`config.mk`:
```
export PLATFORM = sky130hd
export DESIGN_NAME = rv_decode_top
export DESIGN_NICKNAME = d
export VERILOG_FILES = /design/src/logic/rv_decode_pkg.sv /design/src/logic/rv_decode_if.sv /design/src/logic/rv_fetch_latch.sv /design/src/logic/rv_class_decode.sv /design/src/logic/rv_operand_decode.sv /design/src/logic/rv_decode_out.sv /design/src/logic/rv_decode_top.sv
export SDC_FILE = /design/constraint.sdc
export NUM_CORES = 1
export LEC_CHECK = 0
export ABC_AREA = 1
export BUFFER_PORTS_ARGS = -buffer_cell sky130_fd_sc_hd__buf_2
export CAP_MARGIN = 40
export CORE_MARGIN = 3
export CORE_UTILIZATION = 49
export CTS_CLUSTER_SIZE = 25
export DETAILED_ROUTE_END_ITERATION = 12
export GPL_TIMING_DRIVEN = 0
export MAX_ROUTING_LAYER = met4
export PLACE_DENSITY = 0.81
export REMOVE_ABC_BUFFERS = 1
export SETUP_SLACK_MARGIN = 0.3
export SYNTH_ARGS = -nofsm -noshare
export SYNTH_HDL_FRONTEND = slang
export SYNTH_HIERARCHICAL = 1
export SYNTH_SLANG_ARGS = --single-unit
```
`constraint.sdc`:
```
create_clock -name clk -period 2.2 [get_ports clk]
set_clock_uncertainty 0.1 [all_clocks]
set_input_delay 0.33 -clock clk [delete_from_list [all_inputs] [get_ports clk]]
set_output_delay 0.33 -clock clk [all_outputs]
set_load 0.02 [all_outputs]
```
`src/logic/rv_decode_pkg.sv`:
```
package rv_decode_pkg;

    localparam int XLEN      = 32;
    localparam int PC_BITS   = 16;
    localparam int REG_IDX_W = 5;
    localparam int CSR_IDX_W = 12;
    localparam int FUNCT3_W  = 3;

    // major opcode, instruction bits 6:2
    localparam logic [4:0] OPC_LOAD   = 5'b00000;
    localparam logic [4:0] OPC_OP_IMM = 5'b00100;
    localparam logic [4:0] OPC_AUIPC  = 5'b00101;
    localparam logic [4:0] OPC_STORE  = 5'b01000;
    localparam logic [4:0] OPC_OP     = 5'b01100;
    localparam logic [4:0] OPC_LUI    = 5'b01101;
    localparam logic [4:0] OPC_BRANCH = 5'b11000;
    localparam logic [4:0] OPC_JALR   = 5'b11001;
    localparam logic [4:0] OPC_JAL    = 5'b11011;
    localparam logic [4:0] OPC_SYSTEM = 5'b11100;

    // low bits of every 32-bit word
    localparam logic [1:0] OPC_FULL = 2'b11;

    // funct12 of the privileged system words
    localparam logic [11:0] SYS_ECALL  = 12'h000;
    localparam logic [11:0] SYS_EBREAK = 12'h001;
    localparam logic [11:0] SYS_MRET   = 12'h302;

    typedef struct packed {
        logic add_override;
        logic op2_inverse;
        logic sh_ar;
        logic group_mux;
        logic div_mux;
    } alu_ctrl_t;

    // one-hot
    typedef struct packed {
        logic memory;
        logic pc_next;
        logic alu;
    } res_src_t;

    // same encoding as funct3[1:0] of the csr instructions
    typedef enum logic [1:0] {
        CSR_NONE  = 2'b00,
        CSR_WRITE = 2'b01,
        CSR_SET   = 2'b10,
        CSR_CLEAR = 2'b11
    } csr_op_t;

endpackage

```
`src/logic/rv_decode_if.sv`:
```
interface decode_bus_if;
    logic [rv_decode_pkg::XLEN-1:0]    instr;
    logic [rv_decode_pkg::PC_BITS-1:1] pc;
    logic [rv_decode_pkg::PC_BITS-1:1] pc_next;
    logic                              valid;

    modport src (output instr, output pc, output pc_next, output valid);
    modport dst (input instr, input pc, input pc_next, input valid);
endinterface

interface class_if;
    logic                    supported;
    rv_decode_pkg::alu_ctrl_t alu_ctrl;
    rv_decode_pkg::res_src_t  res_src;
    logic                    reg_write;
    logic                    op1_pc;
    logic                    op2_imm;
    logic                    is_branch;
    logic                    is_jal;
    logic                    is_jalr;
    logic                    is_store;
    logic                    is_mret;
    logic                    is_ebreak;
    logic                    csr_req;
    rv_decode_pkg::csr_op_t   csr_op;
    logic                    csr_imm_sel;

    modport src (output supported, alu_ctrl, res_src, reg_write, op1_pc, op2_imm,
                 is_branch, is_jal, is_jalr, is_store, is_mret, is_ebreak,
                 csr_req, csr_op, csr_imm_sel);
    modport dst (input supported, alu_ctrl, res_src, reg_write, op1_pc, op2_imm,
                 is_branch, is_jal, is_jalr, is_store, is_mret, is_ebreak,
                 csr_req, csr_op, csr_imm_sel);
endinterface

interface operand_if;
    logic [rv_decode_pkg::REG_IDX_W-1:0] rs1;
    logic [rv_decode_pkg::REG_IDX_W-1:0] rs2;
    logic [rv_decode_pkg::REG_IDX_W-1:0] rd;
    logic [rv_decode_pkg::XLEN-1:0]      imm;
    logic [rv_decode_pkg::FUNCT3_W-1:0]  funct3;
    logic [rv_decode_pkg::CSR_IDX_W-1:0] csr_idx;
    logic [rv_decode_pkg::REG_IDX_W-1:0] csr_imm;

    modport src (output rs1, rs2, rd, imm, funct3, csr_idx, csr_imm);
    modport dst (input rs1, rs2, rd, imm, funct3, csr_idx, csr_imm);
endinterface

```
`src/logic/rv_fetch_latch.sv`:
```
module rv_fetch_latch
(
    input  logic                              clk,
    input  logic                              i_arst_n,
    input  logic                              i_stall,
    input  logic                              i_flush,
    input  logic                              i_ready,
    input  logic [rv_decode_pkg::XLEN-1:0]    i_instruction,
    input  logic [rv_decode_pkg::PC_BITS-1:1] i_pc,
    input  logic [rv_decode_pkg::PC_BITS-1:1] i_pc_next,
    decode_bus_if.src                         o_bus
);

    // flush wins over stall, stall holds everything
    always_ff @(posedge clk or negedge i_arst_n)
    begin
        if (!i_arst_n)
        begin
            o_bus.valid <= 1'b0;
            o_bus.instr <= '0;
        end
        else if (i_flush)
        begin
            o_bus.valid <= 1'b0;
            // cleared so stale fields cannot decode
            o_bus.instr <= '0;
        end
        else if (!i_stall)
        begin
            o_bus.valid <= i_ready;
            o_bus.instr <= i_instruction;
        end
    end

    // pc pair follows the word
    always_ff @(posedge clk)
    begin
        if (!i_flush && !i_stall)
        begin
            o_bus.pc      <= i_pc;
            o_bus.pc_next <= i_pc_next;
        end
    end

endmodule

```
`src/logic/rv_class_decode.sv`:
```
module rv_class_decode
(
    decode_bus_if.dst i_bus,
    class_if.src      o_cls
);

    logic [4:0]  op;
    logic [2:0]  funct3;
    logic [6:0]  funct7;
    logic [11:0] funct12;
    logic        inst_full;

    logic grp_load, grp_op_imm, grp_auipc, grp_store, grp_op;
    logic grp_arith, grp_mul, grp_lui, grp_branch, grp_jal, grp_jalr;
    logic grp_sys, inst_trap, inst_ecall, inst_ebreak, inst_mret, inst_csr;
    logic supported;

    logic alu_add, alu_inv_force, alu_inv_clear;

    assign op        = i_bus.instr[6:2];
    assign funct3    = i_bus.instr[14:12];
    assign funct7    = i_bus.instr[31:25];
    assign funct12   = i_bus.instr[31:20];
    assign inst_full = (i_bus.instr[1:0] == rv_decode_pkg::OPC_FULL);

    assign grp_load   = inst_full & (op == rv_decode_pkg::OPC_LOAD);
    assign grp_op_imm = inst_full & (op == rv_decode_pkg::OPC_OP_IMM);
    assign grp_auipc  = inst_full & (op == rv_decode_pkg::OPC_AUIPC);
    assign grp_store  = inst_full & (op == rv_decode_pkg::OPC_STORE);
    assign grp_op     = inst_full & (op == rv_decode_pkg::OPC_OP);
    assign grp_arith  = grp_op & !funct7[0];
    assign grp_mul    = grp_op & funct7[0];
    assign grp_lui    = inst_full & (op == rv_decode_pkg::OPC_LUI);
    assign grp_branch = inst_full & (op == rv_decode_pkg::OPC_BRANCH);
    assign grp_jal    = inst_full & (op == rv_decode_pkg::OPC_JAL);
    // other funct3 values of jalr are reserved
    assign grp_jalr   = inst_full & (op == rv_decode_pkg::OPC_JALR) & (funct3 == 3'b000);
    assign grp_sys    = inst_full & (op == rv_decode_pkg::OPC_SYSTEM);

    assign inst_trap   = grp_sys & (funct3 == 3'b000);
    assign inst_ecall  = inst_trap & (funct12 == rv_decode_pkg::SYS_ECALL);
    assign inst_ebreak = inst_trap & (funct12 == rv_decode_pkg::SYS_EBREAK);
    assign inst_mret   = inst_trap & (funct12 == rv_decode_pkg::SYS_MRET);
    // funct3 of 100 has no csr operation
    assign inst_csr    = grp_sys & (funct3[1:0] != 2'b00);

    assign supported = grp_load | grp_op_imm | grp_auipc | grp_store | grp_arith
                     | grp_mul | grp_lui | grp_branch | grp_jal | grp_jalr
                     | inst_ecall | inst_ebreak | inst_mret | inst_csr;

    // address computation
    assign alu_add = grp_load | grp_store | grp_auipc | grp_jal | grp_jalr;

    // branches and slt/sltu/slti/sltiu compare by subtraction
    assign alu_inv_force = grp_branch
                         | (grp_op_imm & (funct3[2:1] == 2'b01))
                         | (grp_arith & (funct3[2:1] == 2'b01));
    // op-imm has no sub, funct7 there is immediate
    assign alu_inv_clear = alu_add | grp_op_imm;

    assign o_cls.alu_ctrl = '{
        add_override: alu_add,
        op2_inverse:  alu_inv_force | (!alu_inv_clear & funct7[5]),
        sh_ar:        funct7[5],
        group_mux:    grp_mul,
        div_mux:      grp_mul & funct3[2]
    };

    assign o_cls.res_src = '{
        memory:  grp_load,
        pc_next: grp_jal | grp_jalr,
        alu:     !(grp_load | grp_jal | grp_jalr)
    };

    assign o_cls.supported   = supported;
    assign o_cls.reg_write   = supported & !(grp_store | grp_branch);
    assign o_cls.op1_pc      = grp_auipc | grp_jal;
    assign o_cls.op2_imm     = !((op == rv_decode_pkg::OPC_OP)
                                 | (op == rv_decode_pkg::OPC_BRANCH));
    assign o_cls.is_branch   = grp_branch;
    assign o_cls.is_jal      = grp_jal;
    assign o_cls.is_jalr     = grp_jalr;
    assign o_cls.is_store    = grp_store;
    assign o_cls.is_mret     = inst_mret;
    assign o_cls.is_ebreak   = inst_ebreak;
    assign o_cls.csr_req     = inst_csr;
    assign o_cls.csr_op      = inst_csr ? rv_decode_pkg::csr_op_t'(funct3[1:0])
                                        : rv_decode_pkg::CSR_NONE;
    assign o_cls.csr_imm_sel = funct3[2];

endmodule

```
`src/logic/rv_operand_decode.sv`:
```
module rv_operand_decode
(
    decode_bus_if.dst i_bus,
    operand_if.src    o_opd
);

    logic [rv_decode_pkg::XLEN-1:0] instr;
    logic [4:0]                     op;
    logic [rv_decode_pkg::XLEN-1:0] imm_i, imm_s, imm_b, imm_u, imm_j;

    assign instr = i_bus.instr;
    assign op    = instr[6:2];

    assign imm_i = {{21{instr[31]}}, instr[30:20]};
    assign imm_s = {{21{instr[31]}}, instr[30:25], instr[11:7]};
    assign imm_b = {{20{instr[31]}}, instr[7], instr[30:25], instr[11:8], 1'b0};
    assign imm_u = {instr[31:12], 12'b0};
    assign imm_j = {{12{instr[31]}}, instr[19:12], instr[20], instr[30:21], 1'b0};

    assign o_opd.imm = ((op == rv_decode_pkg::OPC_LUI)
                        || (op == rv_decode_pkg::OPC_AUIPC)) ? imm_u :
                       (op == rv_decode_pkg::OPC_JAL)        ? imm_j :
                       (op == rv_decode_pkg::OPC_STORE)      ? imm_s :
                       (op == rv_decode_pkg::OPC_BRANCH)     ? imm_b :
                                                               imm_i;

    assign o_opd.rd     = instr[11:7];
    // lui adds its immediate to x0
    assign o_opd.rs1    = (op == rv_decode_pkg::OPC_LUI) ? '0 : instr[19:15];
    assign o_opd.rs2    = instr[24:20];
    assign o_opd.funct3 = instr[14:12];

    assign o_opd.csr_idx = instr[31:20];
    assign o_opd.csr_imm = instr[19:15];

endmodule

```
`src/logic/rv_decode_out.sv`:
```
module rv_decode_out
(
    decode_bus_if.dst                           i_bus,
    class_if.dst                                i_cls,
    operand_if.dst                              i_opd,
    input  logic                                i_flush,
    output logic                                o_valid,
    output logic                                o_illegal,
    output logic                                o_reg_write,
    output logic                                o_op1_src,
    output logic                                o_op2_src,
    output logic                                o_inst_branch,
    output logic                                o_inst_jal,
    output logic                                o_inst_jalr,
    output logic                                o_inst_store,
    output logic                                o_inst_mret,
    output logic [rv_decode_pkg::REG_IDX_W-1:0] o_rs1,
    output logic [rv_decode_pkg::REG_IDX_W-1:0] o_rs2,
    output logic [rv_decode_pkg::REG_IDX_W-1:0] o_rd,
    output logic [rv_decode_pkg::XLEN-1:0]      o_imm,
    output logic [rv_decode_pkg::FUNCT3_W-1:0]  o_funct3,
    output logic [rv_decode_pkg::PC_BITS-1:1]   o_pc,
    output logic [rv_decode_pkg::PC_BITS-1:1]   o_pc_next,
    output rv_decode_pkg::alu_ctrl_t            o_alu_ctrl,
    output rv_decode_pkg::res_src_t             o_res_src,
    output logic [rv_decode_pkg::CSR_IDX_W-1:0] o_csr_idx,
    output logic [rv_decode_pkg::REG_IDX_W-1:0] o_csr_imm,
    output logic                                o_csr_imm_sel,
    output logic                                o_csr_write,
    output logic                                o_csr_set,
    output logic                                o_csr_clear,
    output logic                                o_csr_read,
    output logic                                o_csr_ebreak
);

    logic valid;
    logic csr_commit;

    assign valid = i_bus.valid;
    // no csr side effects while the stage is being flushed
    assign csr_commit = valid & !i_flush;

    assign o_valid       = valid;
    assign o_illegal     = valid & !i_cls.supported;
    assign o_reg_write   = valid & i_cls.reg_write;
    assign o_inst_branch = valid & i_cls.is_branch;
    assign o_inst_jal    = valid & i_cls.is_jal;
    assign o_inst_jalr   = valid & i_cls.is_jalr;
    assign o_inst_store  = valid & i_cls.is_store;
    assign o_inst_mret   = valid & i_cls.is_mret;

    // empty stage reads as alu
    assign o_res_src = '{
        memory:  valid & i_cls.res_src.memory,
        pc_next: valid & i_cls.res_src.pc_next,
        alu:     !valid | i_cls.res_src.alu
    };

    assign o_csr_write  = csr_commit & (i_cls.csr_op == rv_decode_pkg::CSR_WRITE);
    assign o_csr_set    = csr_commit & (i_cls.csr_op == rv_decode_pkg::CSR_SET);
    assign o_csr_clear  = csr_commit & (i_cls.csr_op == rv_decode_pkg::CSR_CLEAR);
    assign o_csr_read   = valid & i_cls.csr_req;
    assign o_csr_ebreak = valid & i_cls.is_ebreak;

    assign o_op1_src     = i_cls.op1_pc;
    assign o_op2_src     = i_cls.op2_imm;
    assign o_alu_ctrl    = i_cls.alu_ctrl;
    assign o_csr_imm_sel = i_cls.csr_imm_sel;

    assign o_rs1     = i_opd.rs1;
    assign o_rs2     = i_opd.rs2;
    assign o_rd      = i_opd.rd;
    assign o_imm     = i_opd.imm;
    assign o_funct3  = i_opd.funct3;
    assign o_csr_idx = i_opd.csr_idx;
    assign o_csr_imm = i_opd.csr_imm;
    assign o_pc      = i_bus.pc;
    assign o_pc_next = i_bus.pc_next;

endmodule

```
`src/logic/rv_decode_top.sv`:
```
module rv_decode_top
(
    input  logic                                clk,
    input  logic                                i_arst_n,
    input  logic                                i_stall,
    input  logic                                i_flush,
    input  logic                                i_ready,
    input  logic [rv_decode_pkg::XLEN-1:0]      i_instruction,
    input  logic [rv_decode_pkg::PC_BITS-1:1]   i_pc,
    input  logic [rv_decode_pkg::PC_BITS-1:1]   i_pc_next,
    output logic                                o_valid,
    output logic                                o_illegal,
    output logic                                o_reg_write,
    output logic                                o_op1_src,
    output logic                                o_op2_src,
    output logic                                o_inst_branch,
    output logic                                o_inst_jal,
    output logic                                o_inst_jalr,
    output logic                                o_inst_store,
    output logic                                o_inst_mret,
    output logic [rv_decode_pkg::REG_IDX_W-1:0] o_rs1,
    output logic [rv_decode_pkg::REG_IDX_W-1:0] o_rs2,
    output logic [rv_decode_pkg::REG_IDX_W-1:0] o_rd,
    output logic [rv_decode_pkg::XLEN-1:0]      o_imm,
    output logic [rv_decode_pkg::FUNCT3_W-1:0]  o_funct3,
    output logic [rv_decode_pkg::PC_BITS-1:1]   o_pc,
    output logic [rv_decode_pkg::PC_BITS-1:1]   o_pc_next,
    output rv_decode_pkg::alu_ctrl_t            o_alu_ctrl,
    output rv_decode_pkg::res_src_t             o_res_src,
    output logic [rv_decode_pkg::CSR_IDX_W-1:0] o_csr_idx,
    output logic [rv_decode_pkg::REG_IDX_W-1:0] o_csr_imm,
    output logic                                o_csr_imm_sel,
    output logic                                o_csr_write,
    output logic                                o_csr_set,
    output logic                                o_csr_clear,
    output logic                                o_csr_read,
    output logic                                o_csr_ebreak
);

    decode_bus_if bus ();
    class_if      cls ();
    operand_if    opd ();

    rv_fetch_latch u_latch
    (
        .clk           (clk),
        .i_arst_n      (i_arst_n),
        .i_stall       (i_stall),
        .i_flush       (i_flush),
        .i_ready       (i_ready),
        .i_instruction (i_instruction),
        .i_pc          (i_pc),
        .i_pc_next     (i_pc_next),
        .o_bus         (bus.src)
    );

    // both decoders work on the same latched word
    rv_class_decode u_class
    (
        .i_bus (bus.dst),
        .o_cls (cls.src)
    );

    rv_operand_decode u_operand
    (
        .i_bus (bus.dst),
        .o_opd (opd.src)
    );

    rv_decode_out u_out
    (
        .i_bus         (bus.dst),
        .i_cls         (cls.dst),
        .i_opd         (opd.dst),
        .i_flush       (i_flush),
        .o_valid       (o_valid),
        .o_illegal     (o_illegal),
        .o_reg_write   (o_reg_write),
        .o_op1_src     (o_op1_src),
        .o_op2_src     (o_op2_src),
        .o_inst_branch (o_inst_branch),
        .o_inst_jal    (o_inst_jal),
        .o_inst_jalr   (o_inst_jalr),
        .o_inst_store  (o_inst_store),
        .o_inst_mret   (o_inst_mret),
        .o_rs1         (o_rs1),
        .o_rs2         (o_rs2),
        .o_rd          (o_rd),
        .o_imm         (o_imm),
        .o_funct3      (o_funct3),
        .o_pc          (o_pc),
        .o_pc_next     (o_pc_next),
        .o_alu_ctrl    (o_alu_ctrl),
        .o_res_src     (o_res_src),
        .o_csr_idx     (o_csr_idx),
        .o_csr_imm     (o_csr_imm),
        .o_csr_imm_sel (o_csr_imm_sel),
        .o_csr_write   (o_csr_write),
        .o_csr_set     (o_csr_set),
        .o_csr_clear   (o_csr_clear),
        .o_csr_read    (o_csr_read),
        .o_csr_ebreak  (o_csr_ebreak)
    );

endmodule

```
### Word level (Yosys, flattened, before mapping)

Cells that the tools add are included.

| operators by class | value |
|---|---|
| equality and inequality tests | 17 |
| muxes and demuxes | 10 |
| bitwise logic cells | 66 |
| reductions and logical operators | 15 |

Operator list:

| operator | number |
|---|---|
| $mux 32 | 2 |
| $and 1x1->1 | 38 |
| $mux 31 | 1 |
| $or 1x1->1 | 28 |
| $mux 12 | 2 |
| $eq 5x5->1 const B | 4 |
| $mux 20 | 1 |
| $eq 5x4->1 const B | 3 |
| $eq 12x1->1 const B | 1 |
| $eq 12x10->1 const B | 1 |
| $logic_not 12->1 | 1 |
| $eq 5x3->1 const B | 2 |
| $logic_not 1->1 | 9 |
| $eq 2x2->1 const B | 3 |
| $logic_not 5->1 | 1 |
| $mux 5 | 1 |
| $eq 2x1->1 const B | 2 |
| $logic_not 3->1 | 1 |
| $mux 1 | 2 |
| $mux 2 | 1 |
| $ne 2x1->1 const B | 1 |
| $reduce_bool 2->1 | 1 |
| $logic_and 1x1->1 | 1 |
| $logic_or 1x1->1 | 1 |

| storage, ports and cells | value |
|---|---|
| flip-flop bits (word level) | 63 |
| input bits | 67 |

### Longest topological paths before layout

| logic depth | value |
|---|---|
| depth in word-level cells | 17 |
| mapped depth | 11 |
| gate-level depth less buffers | 11 |

### Cells and area by module

The synthesis kept the hierarchy.

Modules (own cells, without submodules):

| module | instances | cells each | area each (um^2) | seq. area each (um^2) |
|---|---|---|---|---|
| rv_fetch_latch | 1 | 174 | 2316.0 | 1726.7 |
| rv_decode_out | 1 | 140 | 929.6 | 0.0 |
| rv_operand_decode | 1 | 126 | 744.5 | 0.0 |
| rv_class_decode | 1 | 119 | 541.8 | 0.0 |

### Worst setup path before layout

No wires, ideal clock.

| timing path | value |
|---|---|
| path kind | flip-flop to output port |
| start point | register u_latch.o_bus.instr[3] |
| end point | output o_illegal |
| arrival | 1.431 ns |
| data required time | 1.770 ns |
| path slack | 0.339 ns |
| stages on the path, launching flop included | 10 |
| buffers on the path | 0 |
| path through | dfrtp_1 inv_1 nand2_1 nand3b_1 nand3_1 nor2_2 nand2_1 nor2_2 inv_1 nor2_1 |

| between the ends | value |
|---|---|
| longest elaborated chain between the ends | 17 |
| elaborated cells between the ends (all ways) | 43 |
| classes of those cells | eq/ne (9); bitwise (32); reduce/logical (2) |

Ends and longest elaborated chain:

| what | line | RTL |
|---|---|---|
| from (decl) | rv_decode_if.sv:7 | `modport src (output instr, output pc, output pc_next, output valid);` |
| from (signal assigned) | rv_fetch_latch.sv:31 | `o_bus.instr <= i_instruction;` |
| $eq 5x3->1 / $logic_not 5->1 (equally long branches) | rv_class_decode.sv:27, rv_class_decode.sv:26 |  |
| $and 1x1->1 (on tied branches) | rv_class_decode.sv:27, rv_class_decode.sv:26 |  |
| $or 1x1->1 (4 in series) | rv_class_decode.sv:47 | `assign supported = grp_load \| grp_op_imm \| grp_auipc \| grp_store \| grp_arith` |
| $or 1x1->1 (5 in series) | rv_class_decode.sv:48 | `\| grp_mul \| grp_lui \| grp_branch \| grp_jal \| grp_jalr` |
| $or 1x1->1 (3 in series) | rv_class_decode.sv:49 | `\| inst_ecall \| inst_ebreak \| inst_mret \| inst_csr;` |
| $or 1x1->1 (*) | rv_class_decode.sv:49 |  |
| named net cls.supported | rv_decode_if.sv:12 | `logic supported;` |
| $logic_not 1->1 (*) | rv_decode_out.sv:44 | `assign o_illegal = valid & !i_cls.supported;` |
| $and 1x1->1 (*) | rv_decode_out.sv:44 |  |
| to (decl) | rv_decode_top.sv:12 | `output logic o_illegal,` |

Mark *: on every way through the listed nets, which the timed path passes. The rest lies on a longest branch.

### Worst setup path in the final report

| timing path | value |
|---|---|
| start point | register u_latch.o_bus.instr[4] |
| end point | output o_reg_write |

| between the ends | value |
|---|---|
| longest elaborated chain between the ends | 17 |
| elaborated cells between the ends (all ways) | 45 |
| classes of those cells | eq/ne (9); bitwise (34); reduce/logical (2) |

Ends and longest elaborated chain:

| what | line | RTL |
|---|---|---|
| $eq 5x3->1 / $logic_not 5->1 (equally long branches) | rv_class_decode.sv:27, rv_class_decode.sv:26 |  |
| $and 1x1->1 (on tied branches) | rv_class_decode.sv:27, rv_class_decode.sv:26 |  |
| $or 1x1->1 (4 in series) | rv_class_decode.sv:47 |  |
| $or 1x1->1 (5 in series) | rv_class_decode.sv:48 |  |
| $or 1x1->1 (4 in series) | rv_class_decode.sv:49 |  |
| $and 1x1->1 (*) | rv_class_decode.sv:76 | `assign o_cls.reg_write = supported & !(grp_store \| grp_branch);` |
| named net cls.reg_write | rv_decode_if.sv:15 | `logic reg_write;` |
| $and 1x1->1 (*) | rv_decode_out.sv:45 | `assign o_reg_write = valid & i_cls.reg_write;` |
| to (decl) | rv_decode_top.sv:13 | `output logic o_reg_write,` |

Marks and branches as above.

==> run summary <==
The flow ran to the end, but the final reports show violations. The final reports fail on negative setup slack. After clock tree synthesis, the clock-pin slew on the worst setup and hold paths is 0.08 ns.

The congestion estimate from routability-driven global placement came to 0.799. The highest net fanout along the worst path works out to 8. The count of TritonRoute iterations in the first routing pass was 4; the number of storage elements in the synthesis netlist was 63. STA puts the critical path data required time at 1.77 ns. The die covers 10400 um2. Setup violations remaining at the end of the flow were counted as 4.

The critical path goes through nand2_2 > nor2_4 > nand2_1 > inv_1 > nand2_1 > nand3_2 > nor2_2 > nor2_2 > nand2_1 > inv_1 > buf_6. The tools report the cell count after synthesis as 559. Summing internal, switching and leakage power gives 3.37 mW. The final critical-path setup slack was -0.0562 ns. Relative to the synthesized area, the layout overhead comes to 22.7%.

The first global-routing pass estimated 16300 um of wire. The startpoint identified for the worst register-to-register timing path is u_latch/o_bus.instr[5]. The slowest stage of the critical path is the dfrtp_2 cell. The critical path endpoint category is a primary output. The via count of the first global-routing pass was 3397. In the final routed layout, each cell accounts on average for 15.1 um. The logs give 0 for the number of antenna violations at the first check in global routing and 1660 um2 for the area of the multi-input gates.

The share of cells above drive strength 1 is 55.6%. The vertical die dimension works out to 102 um. The worst setup path is launched from a register. After the last flow step, the layout net total stands at 709. Buffers inserted during clock tree synthesis total 9. Summing every instance area after synthesis gives 4530 um2. The path class of the tightest hold or removal check is input port to register.

Dividing the detail-routed via count by the number of cells gives 4.82. For the pin with the worst max-slew slack, the measured transition is 0.875 ns. The critical path in this run is classified as register to primary output. Logic depth of the worst register-to-register path: 4. Depth of the worst hold-timing path: 1. The worst slack on hold paths was 0.0574 ns; the post-detailed-route count of antenna-violating nets was 0. The overall routing resource usage is 20.7%, and the max-capacitance violation count is 0. The Yosys step of the flow raised 6 warnings.

For this block, the routed nets add up to 11400 um of wire. The area taken by flip-flops and latches was 1740 um2; the placeable core region was 8850 um2. 0 antenna diodes ended up in the layout. Measured against its own limit, the worst slew margin works out to 41.7%. The shortest period the worst path allows is 2.26 ns. TritonCTS built the clock tree. The total overflow left after global routing is 0. The I/O pin count came out at 188. Counting along the longest clock path gives a buffer depth of 2. Data on the critical path arrives at its endpoint at 1.83 ns. At the later pin of the worst-skew pair, clock insertion delay measures 0.34 ns. For the number of slew-limit violations in the final report, the log shows 0. The chip width is 102 um, and the share of the clock period used by the worst path is 103%. The tools report the violation count after the first detailed-routing iteration as 183.

The maximum clock frequency was 443 MHz. The worst register-to-register path has a setup slack of 1.08 ns. For the placed wire-length estimate after detailed placement, the log shows 7360 um. The final route contains 3639 vias. Among the stages of the critical path, the cell type that occurs most often is nand2_1. Summed over all cells, the static leakage comes to 2.97 nW. The logs give 3 for the number of levels in the clock H-tree and 38.1% for the sequential share of the synthesized area. The largest single stage delay on the critical path is 0.51 ns. The tools report the number of clock sinks as 63. In this run the mean area of a mapped cell was 8.11 um2. The pin count of the biggest net entering global routing came out at 64. The floorplan has 34 rows. For the number of hold violations in the final report, the log shows 0. Once the floorplan was initialized, standard cells occupied 51.2% of the core.

Clock tree synthesis selected as its root buffer the cell clkbuf_8. Counting distinct cell types in the post-synthesis netlist gives 26. The number of I/O port buffers is 187, and the maximum resistive drop on vdd is 503 uV.

The worst register-to-register path ends at u_latch/o_bus.instr[5]. For this run, design rule violations remaining after detail routing come to 0. The hold path startpoint is i_pc[7].

The number of inserted filler cells in the final layout is 750. The endpoint of the worst hold-timing path is u_latch/o_bus.pc[7]. In this run the power density over the cells is 605 nW/um2. The run gives 62.9% as the share of the core filled with cells. Setup repair after global routing could not meet its margin everywhere.
cells in the final DEF (no fill, tap or decap), drive strengths merged:
| master | count |
|---|---|
| or2 | 1 |
| inv | 71 |
| nand3 | 50 |
| clkbuf | 10 |
| buf | 225 |
| nor3 | 2 |
| dlygate4sd3 | 1 |
| nand4 | 3 |
| o21ai | 17 |
| nor2 | 48 |
| bufinv | 3 |
| nand3b | 1 |
| nand2 | 144 |
| dfrtp | 33 |
| clkinv | 2 |
| a21oi | 6 |
| edfxtp | 30 |
repair_timing:
action,4_1_cts,5_1_grt
pin swaps,12,12
endpoints found under the setup margin,57,57
setup buffers,25,12
hold buffers,1,0
resized for setup,99,86
hold endpoints to repair,33,0
cloned,1,0
per-stage QoR:
step           instance area, um2  setup TNS, ns  worst slack [ns]  instances
6_report                     5560         -0.122           -0.0562        755
5_1_grt                      5560          -1.96            -0.164        755
4_1_cts                      5190        -0.0589           -0.0286        743
3_5_place_dp                 4420              0             0.121        700
3_3_place_gp                 4400              0             0.146        699
2_1_floorplan                3330              0             0.139        404
kinds of logic after synthesis:
group,Yosys count,share of synthesized area (%)
simple gates,248,26.0
buf+inv,225,32.5
flops,63,38.1
compound gates,23,3.37
synthesized netlist by cell type (all sizes together):
library cell	number	area, um2
a21oi	6	30.0
buf	155	1210
dfrtp	33	826
edfxtp	30	901
inv	70	268
nand2	143	564
nand3	50	320
nand3b	1	7.51
nand4	3	25.0
nor2	48	245
nor3	2	10.0
o21ai	17	123
or2	1	6.26
critical path, delay by kind of cell (launching register included):
| family | cells | cell delay [ns] |
|---|---|---|
| buffers and inverters | 3 | 0.27 |
| flip-flops | 1 | 0.51 |
| AND/OR/NAND/NOR | 8 | 0.72 |
final cells by class:
type	instances	share of cell area, %
inverter	70	5.04
tap	108	2.43
sequential	63	31.2
clock buffer	10	2.47
clock inverter	6	2.09
multi-input combinational	272	29.8
timing repair buffer	226	26.9
routing by layer:
| layer | GRT usage (%) | vias to the layer above | wire (um) |
|---|---|---|---|
| li1 | - | 1753 | - |
| met1 | 23.7 | 1726 | 4360 |
| met2 | 36.1 | 141 | 6220 |
| met3 | 3.28 | 19 | 624 |
| met4 | 8.07 | 0 | 191 |
| met5 | - | - | 0 |
how the worst max path moves through the flow:
stage / to / slack, ns / depth (start not counted) / start
after global placement: o_reg_write / 0.15 / 11 / u_latch/o_bus.instr[6]
after CTS: o_illegal / -0.03 / 10 / u_latch/o_bus.instr[0]
after detailed placement: o_reg_write / 0.12 / 11 / u_latch/o_bus.instr[6]
final: o_reg_write / -0.06 / 11 / u_latch/o_bus.instr[4]
after global routing: o_reg_write / -0.16 / 11 / u_latch/o_bus.instr[4]
after floorplan: o_illegal / 0.14 / 10 / u_latch/o_bus.instr[14]
power breakdown:
| group | internal [mW] | total, mW | switching (mW) |
|---|---|---|---|
| sequential | 1.31 | 1.38 | 0.0659 |
| clock | 0.792 | 1.27 | 0.480 |
| combinational | 0.271 | 0.717 | 0.446 |
| total | 2.38 | 3.37 | 0.992 |
state kept, by name, summed over array words and instances, names as in the netlist:
name	cells
u_latch/o_bus.pc_next	15
u_latch/o_bus.instr	32
u_latch/o_bus.valid	1
u_latch/o_bus.pc	15
Note: power is estimated with default switching activity, not from simulation.
